--- src/design/dcache_pkg.sv ---
package dcache_pkg;

    ////////////////////////////////////////////////////////////
    // geometry
    ////////////////////////////////////////////////////////////
    localparam int WORD_W = 32;                       // data and address width
    localparam int IDX_W  = 3;                        // set index bits
    localparam int SETS   = 8;                        // 2**IDX_W
    localparam int TAG_W  = WORD_W - IDX_W - 3;       // minus block and byte offset

    typedef logic [WORD_W-1:0] word_t;

    // byte address as seen by the cache
    typedef struct packed {
        logic [TAG_W-1:0] tag;
        logic [IDX_W-1:0] idx;
        logic             blkoff;                     // word within block
        logic [1:0]       bytoff;
    } daddr_t;

    // one block as read out of a way
    typedef struct packed {
        logic [TAG_W-1:0] tag;
        logic             valid;
        logic             dirty;
        word_t            word0;
        word_t            word1;
    } cache_line_t;

    ////////////////////////////////////////////////////////////
    // way commands
    ////////////////////////////////////////////////////////////
    typedef enum logic [2:0] {
        OP_NONE    = 3'd0,
        OP_STORE   = 3'd1,                            // one word, sets dirty
        OP_FILL_LO = 3'd2,                            // word0 only
        OP_FILL_HI = 3'd3,                            // word1, tag, valid, clean
        OP_CLEAN   = 3'd4,
        OP_INVAL   = 3'd5
    } way_op_t;

    typedef struct packed {
        way_op_t          op;
        logic [IDX_W-1:0] idx;
        logic [TAG_W-1:0] tag;
        logic             blkoff;
        word_t            data;
    } way_wr_t;

    ////////////////////////////////////////////////////////////
    // external requests
    ////////////////////////////////////////////////////////////
    typedef struct packed {
        logic   ren;
        logic   wen;
        daddr_t addr;
        word_t  store;
    } cpu_req_t;

    typedef struct packed {
        logic  ren;
        logic  wen;
        word_t addr;                                  // always word aligned
        word_t store;
    } mem_req_t;

endpackage

--- src/design/dcache.sv ---
`timescale 1ns/1ps

module dcache import dcache_pkg::*; (
    input  logic        CLK,
    input  logic        nRST,
    input  cpu_req_t    cpu,
    input  logic        halt,
    input  logic        dwait,
    input  word_t       dload,
    output logic        dhit,
    output word_t       dmemload,
    output logic        flushed,
    output mem_req_t    mem
);

    logic [IDX_W-1:0] rd_idx;                           // shared by both ways
    logic [TAG_W-1:0] rd_tag;
    way_wr_t          wr0;
    way_wr_t          wr1;
    logic             hit0;
    logic             hit1;
    cache_line_t      line0;
    cache_line_t      line1;

    ////////////////////////////////////////////////////////////
    // the two ways
    ////////////////////////////////////////////////////////////
    dcache_way u_way0 (
        .CLK    (CLK),
        .nRST   (nRST),
        .rd_idx (rd_idx),
        .rd_tag (rd_tag),
        .wr     (wr0),
        .hit    (hit0),
        .line   (line0)
    );

    dcache_way u_way1 (
        .CLK    (CLK),
        .nRST   (nRST),
        .rd_idx (rd_idx),
        .rd_tag (rd_tag),
        .wr     (wr1),
        .hit    (hit1),
        .line   (line1)
    );

    ////////////////////////////////////////////////////////////
    // control
    ////////////////////////////////////////////////////////////
    dcache_ctrl u_ctrl (
        .CLK      (CLK),
        .nRST     (nRST),
        .cpu      (cpu),
        .halt     (halt),
        .hit0     (hit0),
        .hit1     (hit1),
        .line0    (line0),
        .line1    (line1),
        .dwait    (dwait),
        .dload    (dload),
        .rd_idx   (rd_idx),
        .rd_tag   (rd_tag),
        .wr0      (wr0),
        .wr1      (wr1),
        .mem      (mem),
        .dhit     (dhit),
        .dmemload (dmemload),
        .flushed  (flushed)
    );

endmodule

--- src/design/dcache_ctrl.sv ---
`timescale 1ns/1ps

module dcache_ctrl import dcache_pkg::*; (
    input  logic              CLK,
    input  logic              nRST,
    input  cpu_req_t          cpu,
    input  logic              halt,
    input  logic              hit0,
    input  logic              hit1,
    input  cache_line_t       line0,
    input  cache_line_t       line1,
    input  logic              dwait,
    input  word_t             dload,
    output logic [IDX_W-1:0]  rd_idx,
    output logic [TAG_W-1:0]  rd_tag,
    output way_wr_t           wr0,
    output way_wr_t           wr1,
    output mem_req_t          mem,
    output logic              dhit,
    output word_t             dmemload,
    output logic              flushed
);

    typedef enum logic [2:0] {
        IDLE,
        WB_LO,
        WB_HI,
        FILL_LO,
        FILL_HI,
        FLUSH_LO,
        FLUSH_HI,
        DONE
    } state_t;

    state_t           state;
    state_t           next_state;
    logic [SETS-1:0]  lru_q;                            // victim way per set
    logic [IDX_W:0]   flush_cnt;                        // {set, way}
    logic [IDX_W:0]   flush_cnt_d;
    logic [IDX_W-1:0] flush_set;
    logic             slot_way;
    logic             req;
    logic             any_hit;
    logic             victim_way;
    logic             wr_way;                           // which way gets wr_cmd
    cache_line_t      victim_line;
    cache_line_t      slot_line;
    cache_line_t      hit_line;
    way_wr_t          wr_cmd;

    ////////////////////////////////////////////////////////////
    // lookup and hit path
    ////////////////////////////////////////////////////////////
    assign req     = cpu.ren || cpu.wen;
    assign any_hit = hit0 || hit1;
    assign dhit    = (state == IDLE) && req && any_hit;

    assign hit_line = hit1 ? line1 : line0;             // select on the way that hit
    assign dmemload = cpu.addr.blkoff ? hit_line.word1 : hit_line.word0;

    assign flush_set = flush_cnt[IDX_W:1];
    assign slot_way  = flush_cnt[0];

    // both ways always look at the same set
    assign rd_idx = (state == FLUSH_LO || state == FLUSH_HI) ? flush_set : cpu.addr.idx;
    assign rd_tag = cpu.addr.tag;

    assign victim_way  = lru_q[cpu.addr.idx];
    assign victim_line = victim_way ? line1 : line0;
    assign slot_line   = slot_way ? line1 : line0;

    assign flushed = (state == DONE);                   // sticky until reset

    ////////////////////////////////////////////////////////////
    // registers
    ////////////////////////////////////////////////////////////
    always_ff @(posedge CLK or negedge nRST) begin
        if (!nRST) begin
            state     <= IDLE;
            flush_cnt <= '0;
            lru_q     <= '0;                            // way 0 goes first
        end else begin
            state     <= next_state;
            flush_cnt <= flush_cnt_d;
            if (dhit) begin
                lru_q[cpu.addr.idx] <= hit0;            // the other way becomes victim
            end
        end
    end

    ////////////////////////////////////////////////////////////
    // next state and way commands
    ////////////////////////////////////////////////////////////
    always_comb begin
        next_state  = state;
        flush_cnt_d = flush_cnt;
        wr_way      = victim_way;
        wr_cmd      = '{op: OP_NONE, idx: cpu.addr.idx, tag: cpu.addr.tag,
                        blkoff: cpu.addr.blkoff, data: cpu.store};
        case (state)
            IDLE: begin
                if (req && any_hit) begin
                    if (cpu.wen) begin
                        wr_cmd.op = OP_STORE;
                        wr_way    = hit1;
                    end
                end else if (req) begin
                    next_state = victim_line.dirty ? WB_LO : FILL_LO;
                end else if (halt) begin
                    next_state  = FLUSH_LO;
                    flush_cnt_d = '0;
                end
            end
            WB_LO: begin
                if (!dwait) begin
                    next_state = WB_HI;
                end
            end
            WB_HI: begin
                if (!dwait) begin
                    wr_cmd.op  = OP_CLEAN;              // victim now matches memory
                    next_state = FILL_LO;
                end
            end
            FILL_LO: begin
                if (!dwait) begin
                    wr_cmd.op   = OP_FILL_LO;
                    wr_cmd.data = dload;
                    next_state  = FILL_HI;
                end
            end
            FILL_HI: begin
                if (!dwait) begin
                    wr_cmd.op   = OP_FILL_HI;
                    wr_cmd.data = dload;
                    next_state  = IDLE;                 // request hits next cycle
                end
            end
            FLUSH_LO: begin
                wr_cmd.idx = flush_set;
                wr_way     = slot_way;
                if (slot_line.dirty) begin
                    if (!dwait) begin
                        next_state = FLUSH_HI;
                    end
                end else begin
                    // a clean or empty slot is dropped in one cycle
                    wr_cmd.op   = OP_INVAL;
                    flush_cnt_d = flush_cnt + 1'b1;
                    if (&flush_cnt) begin
                        next_state = DONE;
                    end
                end
            end
            FLUSH_HI: begin
                wr_cmd.idx = flush_set;
                wr_way     = slot_way;
                if (!dwait) begin
                    wr_cmd.op   = OP_INVAL;
                    flush_cnt_d = flush_cnt + 1'b1;
                    next_state  = (&flush_cnt) ? DONE : FLUSH_LO;
                end
            end
            default: begin
            end
        endcase
    end

    // steer the command to one way while the other idles
    always_comb begin
        wr0 = wr_cmd;
        wr1 = wr_cmd;
        if (wr_way) begin
            wr0.op = OP_NONE;
        end else begin
            wr1.op = OP_NONE;
        end
    end

    ////////////////////////////////////////////////////////////
    // memory request
    ////////////////////////////////////////////////////////////
    always_comb begin
        mem = '0;
        case (state)
            WB_LO, WB_HI: begin
                mem.wen   = 1'b1;
                mem.addr  = {victim_line.tag, cpu.addr.idx, (state == WB_HI), 2'b00};
                mem.store = (state == WB_HI) ? victim_line.word1 : victim_line.word0;
            end
            FILL_LO, FILL_HI: begin
                mem.ren  = 1'b1;
                mem.addr = {cpu.addr.tag, cpu.addr.idx, (state == FILL_HI), 2'b00};
            end
            FLUSH_LO: begin
                mem.wen   = slot_line.dirty;            // nothing to write otherwise
                mem.addr  = {slot_line.tag, flush_set, 1'b0, 2'b00};
                mem.store = slot_line.word0;
            end
            FLUSH_HI: begin
                mem.wen   = 1'b1;
                mem.addr  = {slot_line.tag, flush_set, 1'b1, 2'b00};
                mem.store = slot_line.word1;
            end
            default: begin
            end
        endcase
    end

    ////////////////////////////////////////////////////////////
    // checks
    ////////////////////////////////////////////////////////////

    // a request the memory is still waiting on stays put until a word moves
    a_mem_hold: assert property (@(posedge CLK) disable iff (!nRST)
        ((mem.ren || mem.wen) && dwait) |=> $stable(mem))
        else $error("memory request changed while the memory was waiting");

    // a block may live in only one way of a set
    a_one_hit: assert property (@(posedge CLK) disable iff (!nRST)
        !(hit0 && hit1))
        else $error("both ways hit the same address");

endmodule

--- src/design/dcache_way.sv ---
`timescale 1ns/1ps

module dcache_way import dcache_pkg::*; (
    input  logic              CLK,
    input  logic              nRST,
    input  logic [IDX_W-1:0]  rd_idx,
    input  logic [TAG_W-1:0]  rd_tag,
    input  way_wr_t           wr,
    output logic              hit,
    output cache_line_t       line
);

    ////////////////////////////////////////////////////////////
    // storage
    ////////////////////////////////////////////////////////////
    logic [TAG_W-1:0] tag_q   [SETS];
    word_t            word0_q [SETS];
    word_t            word1_q [SETS];
    logic [SETS-1:0]  valid_q;
    logic [SETS-1:0]  dirty_q;

    ////////////////////////////////////////////////////////////
    // read side
    ////////////////////////////////////////////////////////////
    always_comb begin
        line.tag   = tag_q[rd_idx];
        line.valid = valid_q[rd_idx];
        line.dirty = dirty_q[rd_idx];
        line.word0 = word0_q[rd_idx];
        line.word1 = word1_q[rd_idx];
    end

    assign hit = line.valid && (line.tag == rd_tag);   // invalid lines never hit

    ////////////////////////////////////////////////////////////
    // status bits
    ////////////////////////////////////////////////////////////
    always_ff @(posedge CLK or negedge nRST) begin
        if (!nRST) begin
            valid_q <= '0;                              // cold cache
            dirty_q <= '0;
        end else begin
            case (wr.op)
                OP_STORE: begin
                    dirty_q[wr.idx] <= 1'b1;
                end
                OP_FILL_HI: begin
                    valid_q[wr.idx] <= 1'b1;            // block complete
                    dirty_q[wr.idx] <= 1'b0;
                end
                OP_CLEAN: begin
                    dirty_q[wr.idx] <= 1'b0;            // after write-back
                end
                OP_INVAL: begin
                    valid_q[wr.idx] <= 1'b0;
                    dirty_q[wr.idx] <= 1'b0;
                end
                default: begin
                end
            endcase
        end
    end

    ////////////////////////////////////////////////////////////
    // tag and data
    ////////////////////////////////////////////////////////////
    always_ff @(posedge CLK) begin
        case (wr.op)
            OP_STORE: begin
                if (wr.blkoff) begin
                    word1_q[wr.idx] <= wr.data;
                end else begin
                    word0_q[wr.idx] <= wr.data;
                end
            end
            OP_FILL_LO: begin
                word0_q[wr.idx] <= wr.data;             // first half of refill
            end
            OP_FILL_HI: begin
                word1_q[wr.idx] <= wr.data;
                tag_q[wr.idx]   <= wr.tag;              // new owner of the slot
            end
            default: begin
            end
        endcase
    end

    ////////////////////////////////////////////////////////////
    // checks
    ////////////////////////////////////////////////////////////

    // the controller may only store into a block this way just reported as a hit
    a_store_on_hit: assert property (@(posedge CLK) disable iff (!nRST)
        (wr.op == OP_STORE) |-> (valid_q[wr.idx] && (tag_q[wr.idx] == wr.tag)))
        else $error("store issued to a line that does not hold the tag");

    // a refill must never overwrite modified data that was not written back
    a_fill_clean: assert property (@(posedge CLK) disable iff (!nRST)
        (wr.op == OP_FILL_LO) |-> !dirty_q[wr.idx])
        else $error("refill started on a dirty line");

endmodule

--- config.mk ---
export PLATFORM = sky130hd
export DESIGN_NAME = dcache
export DESIGN_NICKNAME = d
export VERILOG_FILES = /design/src/design/dcache_pkg.sv /design/src/design/dcache.sv /design/src/design/dcache_ctrl.sv /design/src/design/dcache_way.sv
export SDC_FILE = /design/constraint.sdc
export NUM_CORES = 2
export LEC_CHECK = 0
export BUFFER_PORTS_ARGS = -buffer_cell sky130_fd_sc_hd__buf_2
export CAP_MARGIN = 40
export CORE_ASPECT_RATIO = 0.75
export CORE_MARGIN = 2
export CORE_UTILIZATION = 60
export DETAILED_ROUTE_END_ITERATION = 8
export GPL_ROUTABILITY_DRIVEN = 1
export PLACE_DENSITY = 0.74
export SLEW_MARGIN = 20
export SYNTH_ARGS = -nofsm -noshare
export SYNTH_HDL_FRONTEND = slang
export SYNTH_SLANG_ARGS = --single-unit
--- constraint.sdc ---
create_clock -name CLK -period 19.15 [get_ports CLK]
set_clock_uncertainty 0.15 [all_clocks]
set_input_delay 0.9575 -clock CLK [delete_from_list [all_inputs] [get_ports CLK]]
set_output_delay 0.9575 -clock CLK [all_outputs]
set_load 0.01 [all_outputs]
# Word-level counts from Yosys, hierarchy flattened
# Memories as Yosys holds them, arrays and structs flattened.
# Cells that the tools add are included.
# word_totals
rom_bits	0
ramBits	1440
latchBits	0
regBits	47
memories	6
elab_cells	176
# memory_table
name	depth	word_bits	rd	rd_ports_with_merged_regs	wr	line	rtl
u_way0.word0_q	8	32	1	0	1	dcache_way.sv:17	word_t word0_q [SETS];
u_way0.word1_q	8	32	1	0	1	dcache_way.sv:18	word_t word1_q [SETS];
u_way1.word0_q	8	32	1	0	1	dcache_way.sv:17	
u_way1.word1_q	8	32	1	0	1	dcache_way.sv:18	
u_way0.tag_q	8	26	1	0	1	dcache_way.sv:16	logic [TAG_W-1:0] tag_q [SETS];
u_way1.tag_q	8	26	1	0	1	dcache_way.sv:16	
# op_classes
magnitude_cmp	5
div	0
eq_ne	31
n_bitwise	13
n_mux	87
reduce_logical	26
n_addsub	1
shift	0
mul	0
# op_table
cell	count
two-way mux 32 bit	8
two-way mux 92 bit	2
one-hot mux 32 bit (4 select lines)	1
one-hot mux 32 bit (3 select lines)	1
two-way mux 64 bit	1
one-hot mux 8 bit (2 select lines)	4
two-way mux 3 bit	19
equality test 26 bit	2
AND 8 bit	4
bitwise OR 8 bit	4
two-way mux 1 bit	29
equality test 3 bit (second input constant)	8
one-hot mux 3 bit (7 select lines)	1
two-way mux 4 bit	5
equality test 3 x 2 -> 1 bit (second input constant)	6
inequality test 2 bit (second input constant)	9
one-hot mux 3 bit (6 select lines)	1
binary-select mux 1 bit (select 3 bit)	5
< comparator 3 x 4 -> 1 bit (second input constant)	3
one-hot mux 4 bit (3 select lines)	1
AND reduction 10 bit	1
equality test 3 x 1 -> 1 bit (second input constant)	3
OR reduction 3 bit	3
bitwise mux 8 bit	1
18 further kinds	41

# Longest topological paths before layout
# depth
depth_word	15
mapped_depth	19
mapped_depth_nobuf	10

# Modules after synthesis
# From an unflattened synthesis, not the netlist that was laid out.
# hier_totals
hier_cells	3355
hier_area_um2	62172.1
# by_module_without_submodules
mod	instances	seq_area_each_um2	cells_each	area_per_inst_um2
dcache_way (u_way1)	1	22021.1	1484	28751.3
dcache_way (u_way0)	1	22021.1	1314	28652.5
dcache_ctrl	1	375.4	557	4768.3

# Least setup slack after synthesis
# OpenSTA, ideal clock, no wires.
# synth_timing
path_type	input to register
from	in cpu[37] (netlist bit)
to	mem u_way0.word1_q[0][0] (netlist bit), enable pin
cell_stages	14
arrival_ps	6340
slack_ps	12190
path_buffers	4
cell_sequence	clkbuf_1 -> nand2b_1 -> clkbuf_1 -> a211oi_1 -> nor2_1 -> o22ai_1 -> or4_1 -> xnor2_1 -> nor4_2 -> nand4bb_1 -> clkbuf_1 -> a211o_1 -> buf_2 -> a211oi_1
# synth_between
elab_chain_cells	13
word_cells_on_any_way	35
classes_between	eq/ne: 4; mux: 24; bitwise: 1; reduce/logical: 4; memory: 2
# synth_lines
item	line	rtl
start: declaration	dcache.sv:6	input cpu_req_t cpu,
two-way mux 3 bit	dcache_ctrl.sv:65	assign rd_idx = (state == FLUSH_LO || state == FLUSH_HI) ? flush_set : cpu.addr.idx;
memory (8 x 26 bit) / binary-select mux 1 bit (select 3 bit) (equally long branches)	-	
equality test 26 bit / two-way mux 1 bit (equally long branches)	dcache_way.sv:33, dcache_way.sv:27	
logical AND 1 bit	dcache_way.sv:33	assign hit = line.valid && (line.tag == rd_tag);
logical OR 1 bit	dcache_ctrl.sv:55	assign any_hit = hit0 || hit1;
logical AND 1 bit	dcache_ctrl.sv:102	if (req && any_hit) begin
two-way mux 3 bit / two-way mux 1 bit (equally long branches)	dcache_ctrl.sv:102	
one-hot mux 3 bit (6 select lines) / one-hot mux 1 bit (2 select lines) (equally long branches)	dcache_ctrl.sv:100	case (state)
two-way mux 3 bit	dcache_ctrl.sv:173	if (wr_way) begin
equality test 3 x 1 -> 1 bit / equality test 3 x 2 -> 1 bit (equally long branches)	dcache_way.sv:68	case (wr.op)
two-way mux 1 bit	dcache_way.sv:68	
two-way mux 1 bit, on equally long branches	dcache_way.sv:71, dcache_way.sv:80	
bitwise OR 1 bit (no source line)	-	
end: declaration	dcache_way.sv:18	
# Parallel ways exist; a longest one is shown, timed or not. The select of a mux whose other input is x is not followed.

==> flow_summary.toml <==
[final_layout]
syn_to_final_growth_pct = 12.57
fin_nets = 4796
layout-drive-gt1-share = 0.1980
final_cell_mix = "1440 x edfxtp_1, 259 x o21ai_0, 256 x nand2_1"
final_cells = 6247
mostFrequentLayoutCell = "edfxtp_1"

[power]
power.switching_mw = 5.140
p_seq_frac = 0.316
pwr-share-clk = 0.225
swShare = 0.4202
pwr-share-comb = 0.459
power_per_cell_area_nw_per_um2 = 165.3
leakage_nw = 24.41
p_int_mw = 7.092
peakVddDrop_mv = 0.1237

[synthesis]
syn_area_um2 = 65720
async_reset_ff_frac = 0.03161
synth.ff_latch_count = 1487
yosys_warnings = 0
synth_edf_count = 1440
synth_cells = 4515
netlist-cell-type-count = 94
syn_area_per_cell_um2 = 14.56
ys.flop_type = "edfxtp_1"
yosysSeqAreaShare = 0.6759

[routing]
finalWirelength_um = 229000
via_per_inst = 7.575
drc = 0
vias = 47321
drt_first_iter_violations = 9000
postRouteAntennaNets = 0
drtPass1Iterations = 8
wl_per_cell_um = 36.65

[placement]
gp_congestion = 0.9712
placed_cells = 5983
place_ws_ns = 10.37
portBuffers = 197
dp_hpwl_um = 128400

[critical_path]
path_buf_inv = 5
startpoint_type = "flop"
reg2reg_from = "u_ctrl.state[1]"
crit_type = "flop to primary output"
r2r_end = "u_way0.word1_q[5][31]"
path_delay_family = "buffers and inverters"
cp-end-kind = "primary output"
cpMaxStageDelayCell = "buf_4"
critPathMaxStageDelay_ns = 0.75
reg2reg_depth = 16
cp_max_fo = 48
cp_cell_sequence = "xor2_4 > buf_4 > buf_4 > nand3_1 > o22ai_4 > buf_4 > buf_4 > a222oi_1 > and3_1 > nand2_1 > nand3_1 > a21oi_1 > a21oi_1 > o22ai_1 > buf_2"
worstPathArrival_ns = 7.39
reg2reg_slack_ns = 10.91
crit_top_cell = "buf_4"
worstPathRequired_ns = 18.04

[global_route]
grt_pass1_vias = 44990
grt_pass1_wl_um = 321200
grt_overflow = 0
grt_use_total = 0.4032
grt_start_max_net_pins = 61
antenna_found_initial = 12

[clocking]
hold_buffers = 0
htreeDepth = 4
cts_root_buf = "clkbuf_16"
clk_path_buf_depth = 3
post_cts.repair.setup_buffers = 0
cts-buffers-inserted = 140
tritoncts = "yes"
clk_latency_ns = 0.78
cts.sinks = 1487
cts_resized = 0
path_clk_slew_ns = 0.06

[timing]
clock.fmax_ghz = 0.1177
finalHoldViolCount = 0
rsz0062_at_grt = "no"
slew-limit-headroom = 0.3376
tightestPinTransition_ns = 0.9936
setup_ws_ns = 10.65
fin_crit_ns = 8.499
fin_setup_tns_ns = 0
period_share = 0.4438
final-max-slew-violation-count = 0
setup-violations-final = 0

[die]
die_w_um = 386.2
initial_core_util = 0.6027
core_area_um2 = 109000
die_y_um = 290.6
io_pins = 202
rows = 105
dieArea_um2 = 112200

[status]
status = "finished, final reports clean"

[hold_path]
min_path_type = "primary input to asynchronous set/reset pin"

[job]
maxCapViolations = 0
## flip-flops by register name, summed over array words and instances, names as in the netlist, named ones only
name,count
u_way0.word0_q,256
u_way0.word1_q,256
u_ctrl.flush_cnt,4
u_ctrl.lru_q,8
u_way1.word1_q,256
u_way1.tag_q,208
u_way0.tag_q,208
u_way1.word0_q,256
u_ctrl.state,3
## per-layer routing
layer | GRT usage | routed length, um | vias up
met3 | 0.1633 | 41310 | 771
met5 | 0.002584 | 61 | -
met4 | 0.1817 | 11600 | 6
met1 | 0.5673 | 80930 | 23222
li1 | - | - | 18718
met2 | 0.5511 | 95060 | 4604
## worst max-delay path by stage
stage / from / endpoint / slack, ns / cells after the start
3_5_place_dp: cpu[35] / u_way0.word1_q[5][15] / 10.37 / 16
3_3_place_gp: u_ctrl.state[1] / u_way0.word1_q[3][31] / 10.21 / 14
5_1_grt: u_ctrl.state[1] / mem[8] / 10.55 / 16
2_1_floorplan: cpu[37] / u_way0.word1_q[0][0] / 12.19 / 14
6_report: u_ctrl.state[1] / mem[20] / 10.65 / 15
4_1_cts: u_ctrl.state[0] / u_way0.word1_q[5][31] / 10.60 / 15
## cells in the mapped netlist, types with 96 or more instances
cell type,number,area share
edfxtp_1,1440,0.66
nand2_1,262,0.015
clkbuf_1,203,0.012
a21oi_1,130,0.0099
a222oi_1,140,0.021
o21ai_0,259,0.020
nor2_1,111,0.0063
a22oi_1,163,0.019
mux2i_1,224,0.034
a211oi_1,96,0.011
nand3_1,136,0.010
mux2_2,175,0.030
## logic make-up after synthesis
kind of cell / Yosys count / synth area share
buffers and inverters: 418 / 0.02907
AOI/OAI and AO/OA: 1240 / 0.1361
muxes: 467 / 0.08741
DFF: 1487 / 0.6759
other: 1 / 0.00005706
adders and majority gates: 1 / 0.0001904
xor gates and xnor gates: 36 / 0.005198
and+or+nand+nor: 865 / 0.06612
## power groups by stage
stage / sequential [mW] / clock [mW] / combinational, mW
after global placement: 3.93 / 0 / 5.13
after detailed placement: 3.93 / 0 / 5.28
after global routing: 3.86 / 2.88 / 5.77
final: 3.86 / 2.76 / 5.61
after floorplan: 3.86 / 0 / 3.22
after CTS: 3.86 / 2.75 / 5.32
## metrics by stage
step	power [mW]	util	hold WS [ns]	area (um^2)
2_1_floorplan	7.079	-	0.3017	65720
3_5_place_dp	9.212	0.6355	0.3242	69290
5_1_grt	12.51	0.6784	0.1871	73980
4_1_cts	11.94	0.6764	0.1450	73750
3_3_place_gp	9.057	0.6316	0.3134	68870
6_report	12.23	0.6785	0.1450	73980
## layout make-up
class	instances	area, um^2
repair buffers	383	2763
well taps	1444	1807
multi-input cells	2611	20240
clock buffers	170	3711
diodes	6	15.01
fillers	7331	35060
flip-flops and latches	1487	44430
clock inverters	76	750.7
inverters	70	262.8
(Power assumes the default switching activity.)
